### src/hdl/rdma_field_pkg.sv
// RDMA request field definitions
// Widths and plain vector types of the work request and command fields

`default_nettype none

package rdma_field_pkg;

  ////////////////////////////////////////
  // Field widths
  ////////////////////////////////////////
  localparam int QPN_BITS    = 10;
  localparam int VADDR_BITS  = 48;
  localparam int LEN_BITS    = 32;
  localparam int OPCODE_BITS = 5;

  ////////////////////////////////////////
  // Field types
  ////////////////////////////////////////
  typedef logic [QPN_BITS-1:0]    qpn_t;     // Queue pair number
  typedef logic [VADDR_BITS-1:0]  vaddr_t;   // Local or remote virtual address
  typedef logic [LEN_BITS-1:0]    len_t;     // Byte length
  typedef logic [OPCODE_BITS-1:0] opcode_t;  // Wire or application opcode

  // One queued command, packed as qpn, opcode, last, lvaddr, rvaddr, len
  localparam int CMD_BITS = QPN_BITS + OPCODE_BITS + 1 + 2 * VADDR_BITS + LEN_BITS;

endpackage

`default_nettype wire
### src/hdl/rdma_opcode_pkg.sv
// RDMA opcode definitions
// Wire opcodes of the RC transport, application opcodes, request modes
// and the segment kinds used inside the segmenter

`default_nettype none

package rdma_opcode_pkg;

  ////////////////////////////////////////
  // Segment kinds
  ////////////////////////////////////////
  typedef logic [1:0] seg_kind_t;

  localparam seg_kind_t SEG_READ  = 2'd0;  // Cut at the read limit
  localparam seg_kind_t SEG_WRITE = 2'd1;  // Cut at the PMTU
  localparam seg_kind_t SEG_SEND  = 2'd2;  // PMTU cut, remote address zero
  localparam seg_kind_t SEG_RAW   = 2'd3;  // Single pass-through command

  ////////////////////////////////////////
  // RC wire opcodes
  ////////////////////////////////////////
  localparam rdma_field_pkg::opcode_t RC_SEND_FIRST        = 5'd0;
  localparam rdma_field_pkg::opcode_t RC_SEND_MIDDLE       = 5'd1;
  localparam rdma_field_pkg::opcode_t RC_SEND_LAST         = 5'd2;
  localparam rdma_field_pkg::opcode_t RC_SEND_ONLY         = 5'd4;
  localparam rdma_field_pkg::opcode_t RC_RDMA_WRITE_FIRST  = 5'd6;
  localparam rdma_field_pkg::opcode_t RC_RDMA_WRITE_MIDDLE = 5'd7;
  localparam rdma_field_pkg::opcode_t RC_RDMA_WRITE_LAST   = 5'd8;
  localparam rdma_field_pkg::opcode_t RC_RDMA_WRITE_ONLY   = 5'd10;
  localparam rdma_field_pkg::opcode_t RC_RDMA_READ_REQUEST = 5'd12;

  // Application opcodes, parse mode only
  localparam rdma_field_pkg::opcode_t APP_READ  = 5'd1;
  localparam rdma_field_pkg::opcode_t APP_WRITE = 5'd2;
  localparam rdma_field_pkg::opcode_t APP_SEND  = 5'd3;
  localparam rdma_field_pkg::opcode_t APP_IMMED = 5'd4;

  // Request modes
  localparam logic RDMA_MODE_PARSE = 1'b0;
  localparam logic RDMA_MODE_RAW   = 1'b1;

endpackage

`default_nettype wire

### src/hdl/rdma_req_segmenter.sv
// RDMA request segmenter
// Cuts send queue work requests into RC wire commands and queues them
// on a valid/ready output

`timescale 1ns/1ns
`default_nettype none

module rdma_req_segmenter #(
  parameter int PMTU_BYTES     = 1024,
  parameter int MAX_READ_BYTES = 4096,
  parameter int QUEUE_DEPTH    = 8
) (
  input  wire                           aclk,
  input  wire                           aresetn,
  // Work requests
  input  wire                           s_valid,
  output logic                          s_ready,
  input  wire  rdma_field_pkg::qpn_t    s_qpn,
  input  wire                           s_mode,
  input  wire  rdma_field_pkg::opcode_t s_opcode,
  input  wire                           s_last,
  input  wire  rdma_field_pkg::vaddr_t  s_lvaddr,
  input  wire  rdma_field_pkg::vaddr_t  s_rvaddr,
  input  wire  rdma_field_pkg::len_t    s_len,
  // Wire commands
  output logic                          m_valid,
  input  wire                           m_ready,
  output rdma_field_pkg::qpn_t          m_qpn,
  output rdma_field_pkg::opcode_t       m_opcode,
  output logic                          m_last,
  output rdma_field_pkg::vaddr_t        m_lvaddr,
  output rdma_field_pkg::vaddr_t        m_rvaddr,
  output rdma_field_pkg::len_t          m_len
);

  logic                       load, step, q_push, q_ready, final_chunk, chunk_last;
  rdma_opcode_pkg::seg_kind_t kind;
  rdma_field_pkg::qpn_t       qpn_q;  // Same for every chunk of a request
  rdma_field_pkg::vaddr_t     chunk_lvaddr, chunk_rvaddr;
  rdma_field_pkg::len_t       chunk_len;
  rdma_field_pkg::opcode_t    chunk_opcode;

  always_ff @(posedge aclk) begin
    if (load) qpn_q <= s_qpn;
  end

  req_seg_ctrl #(.PMTU_BYTES(PMTU_BYTES), .MAX_READ_BYTES(MAX_READ_BYTES)) u_ctrl (
    .aclk, .aresetn, .s_valid, .s_ready, .s_mode, .s_opcode,
    .load, .step, .kind, .final_chunk, .q_push, .q_ready
  );

  seg_addr_unit #(.PMTU_BYTES(PMTU_BYTES), .MAX_READ_BYTES(MAX_READ_BYTES)) u_addr (
    .aclk, .aresetn, .load, .step, .kind,
    .lvaddr_in (s_lvaddr), .rvaddr_in (s_rvaddr), .len_in (s_len),
    .chunk_lvaddr, .chunk_rvaddr, .chunk_len, .final_chunk
  );

  seg_opcode_sel u_opsel (
    .aclk, .aresetn, .load, .step, .kind,
    .opcode_in (s_opcode), .last_in (s_last), .final_chunk, .chunk_opcode, .chunk_last
  );

  req_out_queue #(.QUEUE_DEPTH(QUEUE_DEPTH)) u_queue (
    .aclk, .aresetn,
    .push       (q_push),
    .push_ready (q_ready),
    .in_qpn     (qpn_q),
    .in_opcode  (chunk_opcode),
    .in_last    (chunk_last),
    .in_lvaddr  (chunk_lvaddr),
    .in_rvaddr  (chunk_rvaddr),
    .in_len     (chunk_len),
    .m_valid, .m_ready, .m_qpn, .m_opcode, .m_last, .m_lvaddr, .m_rvaddr, .m_len,
    .fill       ()  // Occupancy for monitoring
  );

endmodule

`default_nettype wire

### src/hdl/req_out_queue.sv
// Command output queue
// Register-array FIFO of finished commands with a registered output stage
// and a count of the stored commands

`timescale 1ns/1ns
`default_nettype none

module req_out_queue #(
  parameter int QUEUE_DEPTH = 8
) (
  input  wire                              aclk,
  input  wire                              aresetn,
  input  wire                              push,
  output logic                             push_ready,
  input  wire  rdma_field_pkg::qpn_t       in_qpn,
  input  wire  rdma_field_pkg::opcode_t    in_opcode,
  input  wire                              in_last,
  input  wire  rdma_field_pkg::vaddr_t     in_lvaddr,
  input  wire  rdma_field_pkg::vaddr_t     in_rvaddr,
  input  wire  rdma_field_pkg::len_t       in_len,
  output logic                             m_valid,
  input  wire                              m_ready,
  output rdma_field_pkg::qpn_t             m_qpn,
  output rdma_field_pkg::opcode_t          m_opcode,
  output logic                             m_last,
  output rdma_field_pkg::vaddr_t           m_lvaddr,
  output rdma_field_pkg::vaddr_t           m_rvaddr,
  output rdma_field_pkg::len_t             m_len,
  output logic [$clog2(QUEUE_DEPTH+2)-1:0] fill
);

  localparam int PTR_W = (QUEUE_DEPTH > 1) ? $clog2(QUEUE_DEPTH) : 1;
  localparam int CNT_W = $clog2(QUEUE_DEPTH + 2);

  logic [rdma_field_pkg::CMD_BITS-1:0] mem [QUEUE_DEPTH];
  logic [rdma_field_pkg::CMD_BITS-1:0] out_q;
  logic [PTR_W-1:0]                    wr_ptr, rd_ptr;
  logic [CNT_W-1:0]                    count;   // Entries in the array
  logic                                do_push, do_pop;

  function automatic logic [PTR_W-1:0] ptr_inc(input logic [PTR_W-1:0] ptr);
    return (ptr == PTR_W'(QUEUE_DEPTH - 1)) ? '0 : ptr + 1'b1;
  endfunction

  assign push_ready = (count < CNT_W'(QUEUE_DEPTH));
  assign do_push    = push && push_ready;
  assign do_pop     = (count != '0) && (!m_valid || m_ready);  // Refill output stage

  always_ff @(posedge aclk) begin
    if (do_push) begin
      mem[wr_ptr] <= {in_qpn, in_opcode, in_last, in_lvaddr, in_rvaddr, in_len};
    end
    if (do_pop) begin
      out_q <= mem[rd_ptr];
    end
  end

  always_ff @(posedge aclk) begin
    if (!aresetn) begin
      wr_ptr  <= '0;
      rd_ptr  <= '0;
      count   <= '0;
      m_valid <= 1'b0;
    end else begin
      if (do_push) wr_ptr <= ptr_inc(wr_ptr);
      if (do_pop) rd_ptr <= ptr_inc(rd_ptr);
      count <= count + CNT_W'(do_push) - CNT_W'(do_pop);
      if (do_pop) begin
        m_valid <= 1'b1;
      end else if (m_ready) begin
        m_valid <= 1'b0;
      end
    end
  end

  assign {m_qpn, m_opcode, m_last, m_lvaddr, m_rvaddr, m_len} = out_q;
  assign fill = count + CNT_W'(m_valid);  // Output stage counts too

endmodule

`default_nettype wire

### src/hdl/seg_opcode_sel.sv
// Segment opcode selector
// Picks the wire opcode and last flag of each chunk from the segment kind,
// its position in the request and the request's own last flag

`timescale 1ns/1ns
`default_nettype none

module seg_opcode_sel (
  input  wire                               aclk,
  input  wire                               aresetn,
  input  wire                               load,
  input  wire                               step,
  input  wire  rdma_opcode_pkg::seg_kind_t  kind,
  input  wire  rdma_field_pkg::opcode_t     opcode_in,
  input  wire                               last_in,
  input  wire                               final_chunk,
  output rdma_field_pkg::opcode_t           chunk_opcode,
  output logic                              chunk_last
);

  logic                    first_q;        // Next chunk opens the request
  logic                    chunk_first_q;  // Chunk on the outputs opened it
  logic                    last_q;
  rdma_field_pkg::opcode_t op_q;           // Raw opcode
  logic                    raw_keeps_last;

  // Raw commands keep last only when they close a message
  assign raw_keeps_last = opcode_in inside {rdma_opcode_pkg::RC_RDMA_WRITE_LAST,
                                            rdma_opcode_pkg::RC_RDMA_WRITE_ONLY,
                                            rdma_opcode_pkg::RC_SEND_LAST,
                                            rdma_opcode_pkg::RC_SEND_ONLY};

  always_ff @(posedge aclk) begin
    if (!aresetn) begin
      first_q       <= 1'b0;
      chunk_first_q <= 1'b0;
    end else if (load) begin
      first_q <= 1'b1;
    end else if (step) begin
      chunk_first_q <= first_q;
      first_q       <= 1'b0;
    end
  end

  always_ff @(posedge aclk) begin
    if (load) begin
      op_q   <= opcode_in;
      last_q <= (kind == rdma_opcode_pkg::SEG_RAW) ? (last_in && raw_keeps_last) : last_in;
    end
  end

  ////////////////////////////////////////
  // Opcode of the current chunk
  ////////////////////////////////////////
  always_comb begin
    case (kind)
      rdma_opcode_pkg::SEG_READ: chunk_opcode = rdma_opcode_pkg::RC_RDMA_READ_REQUEST;
      rdma_opcode_pkg::SEG_WRITE: begin
        if (chunk_first_q) begin
          chunk_opcode = final_chunk ? rdma_opcode_pkg::RC_RDMA_WRITE_ONLY
                                     : rdma_opcode_pkg::RC_RDMA_WRITE_FIRST;
        end else begin
          chunk_opcode = final_chunk ? rdma_opcode_pkg::RC_RDMA_WRITE_LAST
                                     : rdma_opcode_pkg::RC_RDMA_WRITE_MIDDLE;
        end
      end
      rdma_opcode_pkg::SEG_SEND: begin
        if (chunk_first_q) begin
          chunk_opcode = final_chunk ? rdma_opcode_pkg::RC_SEND_ONLY
                                     : rdma_opcode_pkg::RC_SEND_FIRST;
        end else begin
          chunk_opcode = final_chunk ? rdma_opcode_pkg::RC_SEND_LAST
                                     : rdma_opcode_pkg::RC_SEND_MIDDLE;
        end
      end
      default: chunk_opcode = op_q;  // Raw pass-through
    endcase
  end

  assign chunk_last = final_chunk && last_q;  // Final is always set for raw

endmodule

`default_nettype wire

### src/hdl/seg_addr_unit.sv
// Segment address unit
// Holds the remaining addresses and length of a request and emits one
// chunk per step, sized by the read limit or the PMTU

`timescale 1ns/1ns
`default_nettype none

module seg_addr_unit #(
  parameter int PMTU_BYTES     = 1024,
  parameter int MAX_READ_BYTES = 4096
) (
  input  wire                               aclk,
  input  wire                               aresetn,
  input  wire                               load,
  input  wire                               step,
  input  wire  rdma_opcode_pkg::seg_kind_t  kind,
  input  wire  rdma_field_pkg::vaddr_t      lvaddr_in,
  input  wire  rdma_field_pkg::vaddr_t      rvaddr_in,
  input  wire  rdma_field_pkg::len_t        len_in,
  output rdma_field_pkg::vaddr_t            chunk_lvaddr,
  output rdma_field_pkg::vaddr_t            chunk_rvaddr,
  output rdma_field_pkg::len_t              chunk_len,
  output logic                              final_chunk
);

  localparam rdma_field_pkg::len_t PMTU_LEN = rdma_field_pkg::len_t'(PMTU_BYTES);
  localparam rdma_field_pkg::len_t READ_LEN = rdma_field_pkg::len_t'(MAX_READ_BYTES);

  rdma_field_pkg::vaddr_t rem_lvaddr;
  rdma_field_pkg::vaddr_t rem_rvaddr;
  rdma_field_pkg::len_t   rem_len;
  rdma_field_pkg::len_t   chunk_size;
  logic                   fits;        // Remainder fits in one chunk
  logic                   is_send;

  assign is_send    = (kind == rdma_opcode_pkg::SEG_SEND);
  assign chunk_size = (kind == rdma_opcode_pkg::SEG_READ) ? READ_LEN : PMTU_LEN;
  assign fits       = (rem_len <= chunk_size);

  ////////////////////////////////////////
  // Remaining request
  ////////////////////////////////////////
  always_ff @(posedge aclk) begin
    if (load) begin
      rem_lvaddr <= lvaddr_in;
      rem_rvaddr <= rvaddr_in;
      rem_len    <= len_in;
    end else if (step) begin
      rem_lvaddr <= rem_lvaddr + rdma_field_pkg::vaddr_t'(chunk_size);
      if (!is_send) begin
        rem_rvaddr <= rem_rvaddr + rdma_field_pkg::vaddr_t'(chunk_size);
      end
      rem_len <= fits ? '0 : rem_len - chunk_size;
    end
  end

  ////////////////////////////////////////
  // Chunk outputs
  ////////////////////////////////////////
  always_ff @(posedge aclk) begin
    if (load && kind == rdma_opcode_pkg::SEG_RAW) begin
      chunk_lvaddr <= lvaddr_in;  // Pass-through, no parse cycle follows
      chunk_rvaddr <= rvaddr_in;
      chunk_len    <= len_in;
    end else if (step) begin
      chunk_lvaddr <= rem_lvaddr;
      chunk_rvaddr <= is_send ? '0 : rem_rvaddr;  // Sends carry no remote address
      chunk_len    <= fits ? rem_len : chunk_size;
    end
  end

  always_ff @(posedge aclk) begin
    if (!aresetn) begin
      final_chunk <= 1'b0;
    end else if (load) begin
      final_chunk <= (kind == rdma_opcode_pkg::SEG_RAW);
    end else if (step) begin
      final_chunk <= fits;
    end
  end

endmodule

`default_nettype wire

### src/hdl/req_seg_ctrl.sv
// Segmenter control FSM
// Accepts one request at a time, classifies it into a segment kind and
// alternates parse and send cycles until the final chunk is queued

`timescale 1ns/1ns
`default_nettype none

module req_seg_ctrl #(
  parameter int PMTU_BYTES     = 1024,
  parameter int MAX_READ_BYTES = 4096
) (
  input  wire                               aclk,
  input  wire                               aresetn,
  input  wire                               s_valid,
  output logic                              s_ready,
  input  wire                               s_mode,
  input  wire  rdma_field_pkg::opcode_t     s_opcode,
  output logic                              load,
  output logic                              step,
  output rdma_opcode_pkg::seg_kind_t        kind,
  input  wire                               final_chunk,
  output logic                              q_push,
  input  wire                               q_ready
);

  // A zero chunk size would never finish a request
  if (PMTU_BYTES <= 0 || MAX_READ_BYTES <= 0) begin : g_bad_size
    $error("Chunk sizes must be positive");
  end

  typedef enum logic [1:0] {
    ST_IDLE,
    ST_PARSE,
    ST_SEND,
    ST_RAW_SEND
  } state_t;

  state_t                     state, state_nxt;
  rdma_opcode_pkg::seg_kind_t kind_req;  // Kind of the offered request
  rdma_opcode_pkg::seg_kind_t kind_q;    // Kind of the request in flight
  logic                       keep_req;  // Low for unknown opcodes
  logic                       accept;

  ////////////////////////////////////////
  // Request classification
  ////////////////////////////////////////
  always_comb begin
    kind_req = rdma_opcode_pkg::SEG_RAW;
    keep_req = 1'b1;
    if (s_mode == rdma_opcode_pkg::RDMA_MODE_RAW) begin
      // Raw reads still need cutting at the read limit
      if (s_opcode == rdma_opcode_pkg::RC_RDMA_READ_REQUEST) begin
        kind_req = rdma_opcode_pkg::SEG_READ;
      end
    end else begin
      case (s_opcode)
        rdma_opcode_pkg::APP_READ:  kind_req = rdma_opcode_pkg::SEG_READ;
        rdma_opcode_pkg::APP_WRITE: kind_req = rdma_opcode_pkg::SEG_WRITE;
        rdma_opcode_pkg::APP_SEND,
        rdma_opcode_pkg::APP_IMMED: kind_req = rdma_opcode_pkg::SEG_SEND;
        default:                    keep_req = 1'b0;  // Consumed and dropped
      endcase
    end
  end

  assign accept = (state == ST_IDLE) && s_valid;

  ////////////////////////////////////////
  // State machine
  ////////////////////////////////////////
  always_comb begin
    state_nxt = state;
    case (state)
      ST_IDLE: begin
        if (s_valid && keep_req) begin
          state_nxt = (kind_req == rdma_opcode_pkg::SEG_RAW) ? ST_RAW_SEND : ST_PARSE;
        end
      end
      ST_PARSE: state_nxt = ST_SEND;
      ST_SEND: begin
        if (q_ready) begin
          state_nxt = final_chunk ? ST_IDLE : ST_PARSE;
        end
      end
      ST_RAW_SEND: begin
        if (q_ready) begin
          state_nxt = ST_IDLE;
        end
      end
      default: state_nxt = ST_IDLE;
    endcase
  end

  always_ff @(posedge aclk) begin
    if (!aresetn) begin
      state  <= ST_IDLE;
      kind_q <= rdma_opcode_pkg::SEG_READ;
    end else begin
      state <= state_nxt;
      if (accept) begin
        kind_q <= kind_req;
      end
    end
  end

  // Handshakes and datapath strobes
  assign s_ready = (state == ST_IDLE);
  assign load    = accept && keep_req;
  assign step    = (state == ST_PARSE);
  assign q_push  = (state == ST_SEND) || (state == ST_RAW_SEND);

  // Datapath sees the offered kind at load, the held kind afterwards
  assign kind = (state == ST_IDLE) ? kind_req : kind_q;

endmodule

`default_nettype wire

### config.mk
export PLATFORM = sky130hd
export DESIGN_NAME = rdma_req_segmenter
export DESIGN_NICKNAME = d
export VERILOG_FILES = /design/src/hdl/rdma_field_pkg.sv /design/src/hdl/rdma_opcode_pkg.sv /design/src/hdl/rdma_req_segmenter.sv /design/src/hdl/req_out_queue.sv /design/src/hdl/seg_opcode_sel.sv /design/src/hdl/seg_addr_unit.sv /design/src/hdl/req_seg_ctrl.sv
export SDC_FILE = /design/constraint.sdc
export NUM_CORES = 2
export LEC_CHECK = 0
export ABC_CLOCK_PERIOD_IN_PS = 20300
export BUFFER_PORTS_ARGS = -buffer_cell sky130_fd_sc_hd__buf_2
export CAP_MARGIN = 0
export CELL_PAD_IN_SITES_DETAIL_PLACEMENT = 1
export CELL_PAD_IN_SITES_GLOBAL_PLACEMENT = 1
export CORE_MARGIN = 2
export CORE_UTILIZATION = 54
export DETAILED_ROUTE_END_ITERATION = 8
export HOLD_SLACK_MARGIN = 0.08
export PLACE_DENSITY_LB_ADDON = 0.1
export SETUP_SLACK_MARGIN = 0.05
export SYNTH_ARGS = -nofsm -noshare
export SYNTH_HDL_FRONTEND = slang
export SYNTH_SLANG_ARGS = --single-unit
### constraint.sdc
create_clock -name aclk -period 20.3 [get_ports aclk]
set_input_delay 2.03 -clock aclk [delete_from_list [all_inputs] [get_ports aclk]]
set_output_delay 2.03 -clock aclk [all_outputs]
set_load 0.01 [all_outputs]
# Word-level counts from Yosys, hierarchy flattened
# Memories as Yosys holds them, arrays and structs flattened. A register that Yosys moved wholly into a read port is not among the register bits.
# Cells that the tools add are included.
dict set report classes {
  n_addsub 7
  order_cmp 2
  eq_ne 20
  muxes 47
  bitwise_logic 1
  reduce_logical 23
}
# cell n
set ops {}
lappend ops {{$mux W48} 10}
lappend ops {{$mux W32} 6}
lappend ops {{$add A48 B32 Y48} 2}
lappend ops {{$le A32 B32 Y1} 1}
lappend ops {{$sub A32 B32 Y32} 1}
lappend ops {{$mux W2} 8}
lappend ops {{$eq A5 B4 Y1 const B} 3}
lappend ops {{$pmux W5 S3} 1}
lappend ops {{$mux W13} 1}
lappend ops {{$mux W1} 12}
lappend ops {{$eq A2 B2 Y1 const B} 5}
lappend ops {{$eq A5 B2 Y1 const B} 2}
lappend ops {{$mux W5} 2}
lappend ops {{$mux W3} 3}
lappend ops {{$logic_and A1 B1 Y1} 8}
lappend ops {{$mux W4} 2}
lappend ops {{$ne A2 B1 Y1 const B} 4}
lappend ops {{$pmux W2 S4} 1}
lappend ops {{$reduce_bool A4 Y1} 2}
lappend ops {{$add A3 B1 Y3 const B} 2}
lappend ops {{$eq A3 B3 Y1 const B} 2}
lappend ops {{$pmux W2 S3} 1}
lappend ops {{$reduce_bool A2 Y1} 3}
lappend ops {{$eq A5 B1 Y1 const B} 1}
lappend ops {{other kinds (13)} 17}
dict set report word_totals {
  regBits 290
  mem_bits_rw 1152
  inputBits 149
  output_inout_bits 146
  memories 1
}
# memory words word_bits rd rd_ports_with_merged_regs write_ports line
set mem_list {}
lappend mem_list {u_queue.mem 8 144 1 1 1 req_out_queue.sv:35} ;# logic [rdma_field_pkg::CMD_BITS-1:0] mem [QUEUE_DEPTH];

# Longest topological paths before layout
dict set report logic_depth {
  ltp_word 11
  depth_mapped 12
  ltp_nobuf 11
}

# By module
# Synthesis repeated with hierarchy kept, for this count alone.
dict set report unflattened {
  cells_unflattened 3179
  hier_area_um2 61884.4
}
# module instances cells_per_inst area_per_inst_um2
set by_module_without_submodules {}
lappend by_module_without_submodules {req_out_queue 1 1888 48167.4}
lappend by_module_without_submodules {seg_addr_unit 1 1208 12697.2}
lappend by_module_without_submodules {seg_opcode_sel 1 37 415.4}
lappend by_module_without_submodules {req_seg_ctrl 1 36 304.0}
lappend by_module_without_submodules {rdma_req_segmenter 1 10 300.3}

# Worst setup path after synthesis
# Ideal clock, no wire load.
dict set report synth_timing {
  path_type {flip-flop to flip-flop}
  startpoint {register u_ctrl.state[1]}
  endpoint {memory u_queue.mem[0][0] in the netlist's numbering (enable)}
  setup_ns 1.000
  t_arrival_ns 14.282
  path_slack_ns 5.018
  stages_incl_launch_ff 5
  cell_sequence {dfxtp_1 buf_2 nand2_1 clkbuf_1 nor4_1}
}
dict set report synth_between {
  elab_chain_cells 5
  elab_cells_between_ends 6
  classes_between {eq/ne (2); mux (2); reduce/logical (2)}
}
# item line
set synth_rtl {}
lappend synth_rtl {{from (decl)} req_seg_ctrl.sv:38} ;# state_t state, state_nxt;
lappend synth_rtl {{from (signal assigned)} req_seg_ctrl.sv:99} ;# state <= state_nxt;
lappend synth_rtl {{$eq A2 B2 Y1} req_seg_ctrl.sv:110} ;# assign q_push = (state == ST_SEND) || (state == ST_RAW_SEND);
lappend synth_rtl {{$logic_or A1 B1 Y1 (*)} req_seg_ctrl.sv:110}
lappend synth_rtl {{$logic_and A1 B1 Y1 (*)} req_out_queue.sv:46} ;# assign do_push = push && push_ready;
lappend synth_rtl {{$mux W1 (*)} req_out_queue.sv:50} ;# if (do_push) begin
lappend synth_rtl {{$mux W1 (implied by the code) (*)} req_out_queue.sv:51} ;# mem[wr_ptr] <= {in_qpn, in_opcode, in_last, in_lvaddr, in_rvaddr, in_len};
lappend synth_rtl {{to (decl)} req_out_queue.sv:35}
# Every way passes the cells marked *; elsewhere a longest branch is shown, timed or not.

# Worst setup path in the final report
dict set report layout_timing {
  startpoint {input s_opcode[3]}
  endpoint {register u_addr.rem_len[2] (enable)}
}
dict set report layout_between {
  elab_chain_cells 6
  elab_cells_between_ends 9
  classes_between {eq/ne (4); mux (2); reduce/logical (3)}
}
# item line
set layout_rtl {}
lappend layout_rtl {{from (decl)} rdma_req_segmenter.sv:20} ;# input wire rdma_field_pkg::opcode_t s_opcode,
lappend layout_rtl {{$eq A5 B1 Y1, or another cell as far along} req_seg_ctrl.sv:56} ;# case (s_opcode)
lappend layout_rtl {{$reduce_or A4 Y1 (no line) (*)} -}
lappend layout_rtl {{$mux W1 (*)} req_seg_ctrl.sv:56}
lappend layout_rtl {{$mux W1 (*)} req_seg_ctrl.sv:50} ;# if (s_mode == rdma_opcode_pkg::RDMA_MODE_RAW) begin
lappend layout_rtl {{$logic_and A1 B1 Y1 (*)} req_seg_ctrl.sv:108} ;# assign load = accept && keep_req;
lappend layout_rtl {{$reduce_bool A2 Y1 (no line) (*)} -}
lappend layout_rtl {{to (signal assigned)} seg_addr_unit.sv:47} ;# rem_len <= len_in;
lappend layout_rtl {{to (signal assigned)} seg_addr_unit.sv:53} ;# rem_len <= fits ? '0 : rem_len - chunk_size;
lappend layout_rtl {{to (decl)} seg_addr_unit.sv:31} ;# rdma_field_pkg::len_t rem_len;
# Marked as above.
# A chain may end at the register's enable or synchronous reset.

==> impl_metrics.yaml <==
clocking:
  clock-root-buffer: "clkbuf_16"
  cts_setup_buffers: 0
  cts_buffers: 159
  cts_tree: "done"
  cts_max_level: 4
  cts_resized: 0
  cts.clk_slew.worst_paths_ns: 0.06
  clockBufferDepth: 3
  hold_buffers: 0
  cts_sinks: 1586
  insertion_delay_ns: 0.76
finish:
  fin_cells: 5066
  fin_nets: 3602
  drive_gt1_frac: 0.287
  syn_to_final_growth_pct: 13.3
  fin_util: 0.618
detailed_routing:
  ant_nets: 0
  avgViaCountPerCell: 6.06
  drtIter0Drc: 2520
  vias: 30700
  dr.pass1.iters: 5
  wl_per_cell_um: 28.7
  drc_errors: 0
  drt_wl_total_mm: 146
logic_synthesis:
  syn_nets: 3247
  avgSynthCellArea_um2: 20.0
  synth.area.top_cells: "edfxtp_1 (77%), mux4_2 (11%), mux2_2 (2.7%)"
  synth_edf_count: 1568
  synth_top_area_share: 0.765
  synth_area_leader_cell: "edfxtp_1"
  synth_ff_type: "edfxtp_1"
  synth_most_common_cell: "edfxtp_1"
  synth_seq_area_share: 0.771
  async_flop_share: 0
  syn_inst: 3079
  synth_area_mm2: 0.0615
  synth_top_cells_by_count: "edfxtp_1 (1568), nand2_1 (290), mux4_2 (288)"
  yosys_warnings: 0
  synth.distinct_cells: 69
  ys_seq_elements: 1586
placed_design:
  pre_cts_ws_ns: 13.81
  place_inst: 4773
  hpwl_mm: 82.3
  globalplace.congestion: 0.806
  port_buffers: 294
job:
  drv_cap: 0
floorplanning:
  rows: 123
  core-area_mm2: 0.113
  die_w_um: 342
  start_util: 0.545
  die-area_mm2: 0.117
  die_y_um: 342
  ioPinCount: 295
power_and_ir_drop:
  leakage_nw: 22.7
  ir_drop_mv: 0.120
  powerDensity_mw_per_mm2: 132
worst_setup_path:
  timing.critical_path.from: "s_opcode[3]"
  cp.required_ns: 20.69
  worstSetupStartpointType: "input port"
  crit_arrival_ns: 5.81
  end_kind: "register"
  crit_fanout: 14
  r2r-start: "u_ctrl.state[1]$_SDFFE_PN0P_"
  critPathTopFamily: "compound AO/OA/AOI/OAI gates"
  path_depth: 11
  worstSetupPathType: "input port to register"
  reg2reg_slack_ns: 15.74
  cp_num_buf_inv: 2
  endpoint: "u_addr.rem_len[2]$_DFFE_PP_"
  slowest_delay_ns: 0.83
  cp_cell_sequence: "buf_2 > or4b_4 > a211oi_4 > a21oi_1 > buf_4 > ha_1 > nor4b_1 > nand4_1 > a21o_1 > or2_1 > a21boi_1"
  slowest_stage: "a21boi_1"
  r2r_end: "u_addr.final_chunk$_SDFFE_PN0P_"
  rr_worst_depth: 7
hold_path:
  hold_class: "register to register"
global_routing:
  grt_max_degree: 122
  gr-usage-all-layers: 0.255
  antenna_found_initial: 20
  grt_pass1_vias: 33200
  grt_overflow: 0
  grt_pass1_wl_mm: 218
sta:
  finalWorstSetupSlack_ns: 14.88
  min_period_ns: 5.42
  tightest_slew_ns: 1.42
  slew_viol_final: 0
  hold_ws_ns: 0.503
  rsz0062_at_grt: "false"
  hold_viol: 0
  setup_viol: 0
  skew_ns: 0.0157
  relSlewSlack: 0.0511
  fmax_ghz: 0.184
  setup-tns-final_ns: 0
  timing.final.crit_share: 0.267
run_status:
  run_status: "finished clean"
==> metal layers <==
metal  vias to the layer above  wire (µm)  global-route usage
li1                      13200          -                   -
met1                     16400      59700               0.346
met2                       853      74200               0.429
met3                       223       7950              0.0441
met4                        12       3660              0.0751
met5                         -         71                   0
==> tightest hold or removal path: stages (launching register included) <==
cell,delay (ns)
dfxtp_1,0.34
nand2_1,0.07
a21oi_1,0.05
==> kinds of logic after synthesis <==
family / synth area share
xor gates and xnor gates: 0.0125
buffers and inverters: 0.0118
and+or+nand+nor: 0.0451
muxes: 0.133
DFF: 0.771
adders and majority gates: 0.00399
AOI/OAI and AO/OA: 0.0228
==> report_power, final <==
part / leakage, nW / internal (mW) / switching, mW
clock network: 2.38 / 1.60 / 1.19
registers: 14.6 / 4.23 / 0.323
logic: 5.76 / 0.861 / 0.985
==> layout make-up <==
type / count / area, µm²
sequential: 1586 / 47500
fill: 9487 / 43100
multi-input combinational: 1323 / 13500
clock buffer: 214 / 4380
tap: 1500 / 1880
timing repair buffer: 343 / 1860
clock inverter: 65 / 509
inverter: 21 / 83.8
antenna: 14 / 35.0
==> per-stage QoR <==
step / instance area [µm²] / power (mW)
after global placement: 64800 / 6.41
after CTS: 69700 / 9.28
after floorplan: 61500 / 5.84
final: 69700 / 9.18
after detailed placement: 64800 / 6.49
after global routing: 69700 / 9.56
==> cell usage in the layout (no fill, tap or decap), drive strengths merged, types with 18 or more instances in the layout <==
master and n:
o21ai 82, buf 343, a22o 49, clkinv 52, ha 18, nor2 50, and2 24, mux4 288
o31ai 22, dfxtp 18, nand4 29, inv 26, a21oi 22, nand3 44, xnor2 29, edfxtp 1568
clkbuf 214, nor3 20, nand2 291, xor2 59, mux2 145, and3 50
==> worst min-delay path by stage <==
stage	to	slack [ns]	start	depth (start not counted)
after floorplan	u_opsel.chunk_first_q$_SDFFE_PN0P_	0.45	u_opsel.first_q$_SDFFE_PN0P_	2
after global placement	u_queue.m_valid$_SDFFE_PN0P_	0.49	u_queue.m_valid$_SDFFE_PN0P_	2
after CTS	u_queue.m_valid$_SDFFE_PN0P_	0.50	u_queue.m_valid$_SDFFE_PN0P_	2
after global routing	u_queue.m_valid$_SDFFE_PN0P_	0.54	u_queue.m_valid$_SDFFE_PN0P_	2
after detailed placement	u_queue.m_valid$_SDFFE_PN0P_	0.49	u_queue.m_valid$_SDFFE_PN0P_	2
final	u_queue.m_valid$_SDFFE_PN0P_	0.50	u_queue.m_valid$_SDFFE_PN0P_	2
==> state kept, by name (all words and copies together), names as in the netlist <==
register               flops
qpn_q                     10
u_addr.chunk_len          32
u_addr.chunk_lvaddr       48
u_addr.chunk_rvaddr       48
u_addr.final_chunk         1
u_addr.rem_len            32
u_addr.rem_lvaddr         48
u_addr.rem_rvaddr         48
u_ctrl.kind_q              2
u_ctrl.state               2
u_opsel.chunk_first_q      1
u_opsel.first_q            1
u_opsel.last_q             1
u_opsel.op_q               5
u_queue.count              4
u_queue.m_valid            1
u_queue.mem             1152
u_queue.out_q            144
u_queue.rd_ptr             3
u_queue.wr_ptr             3
Power figures use the tool's default switching activity.
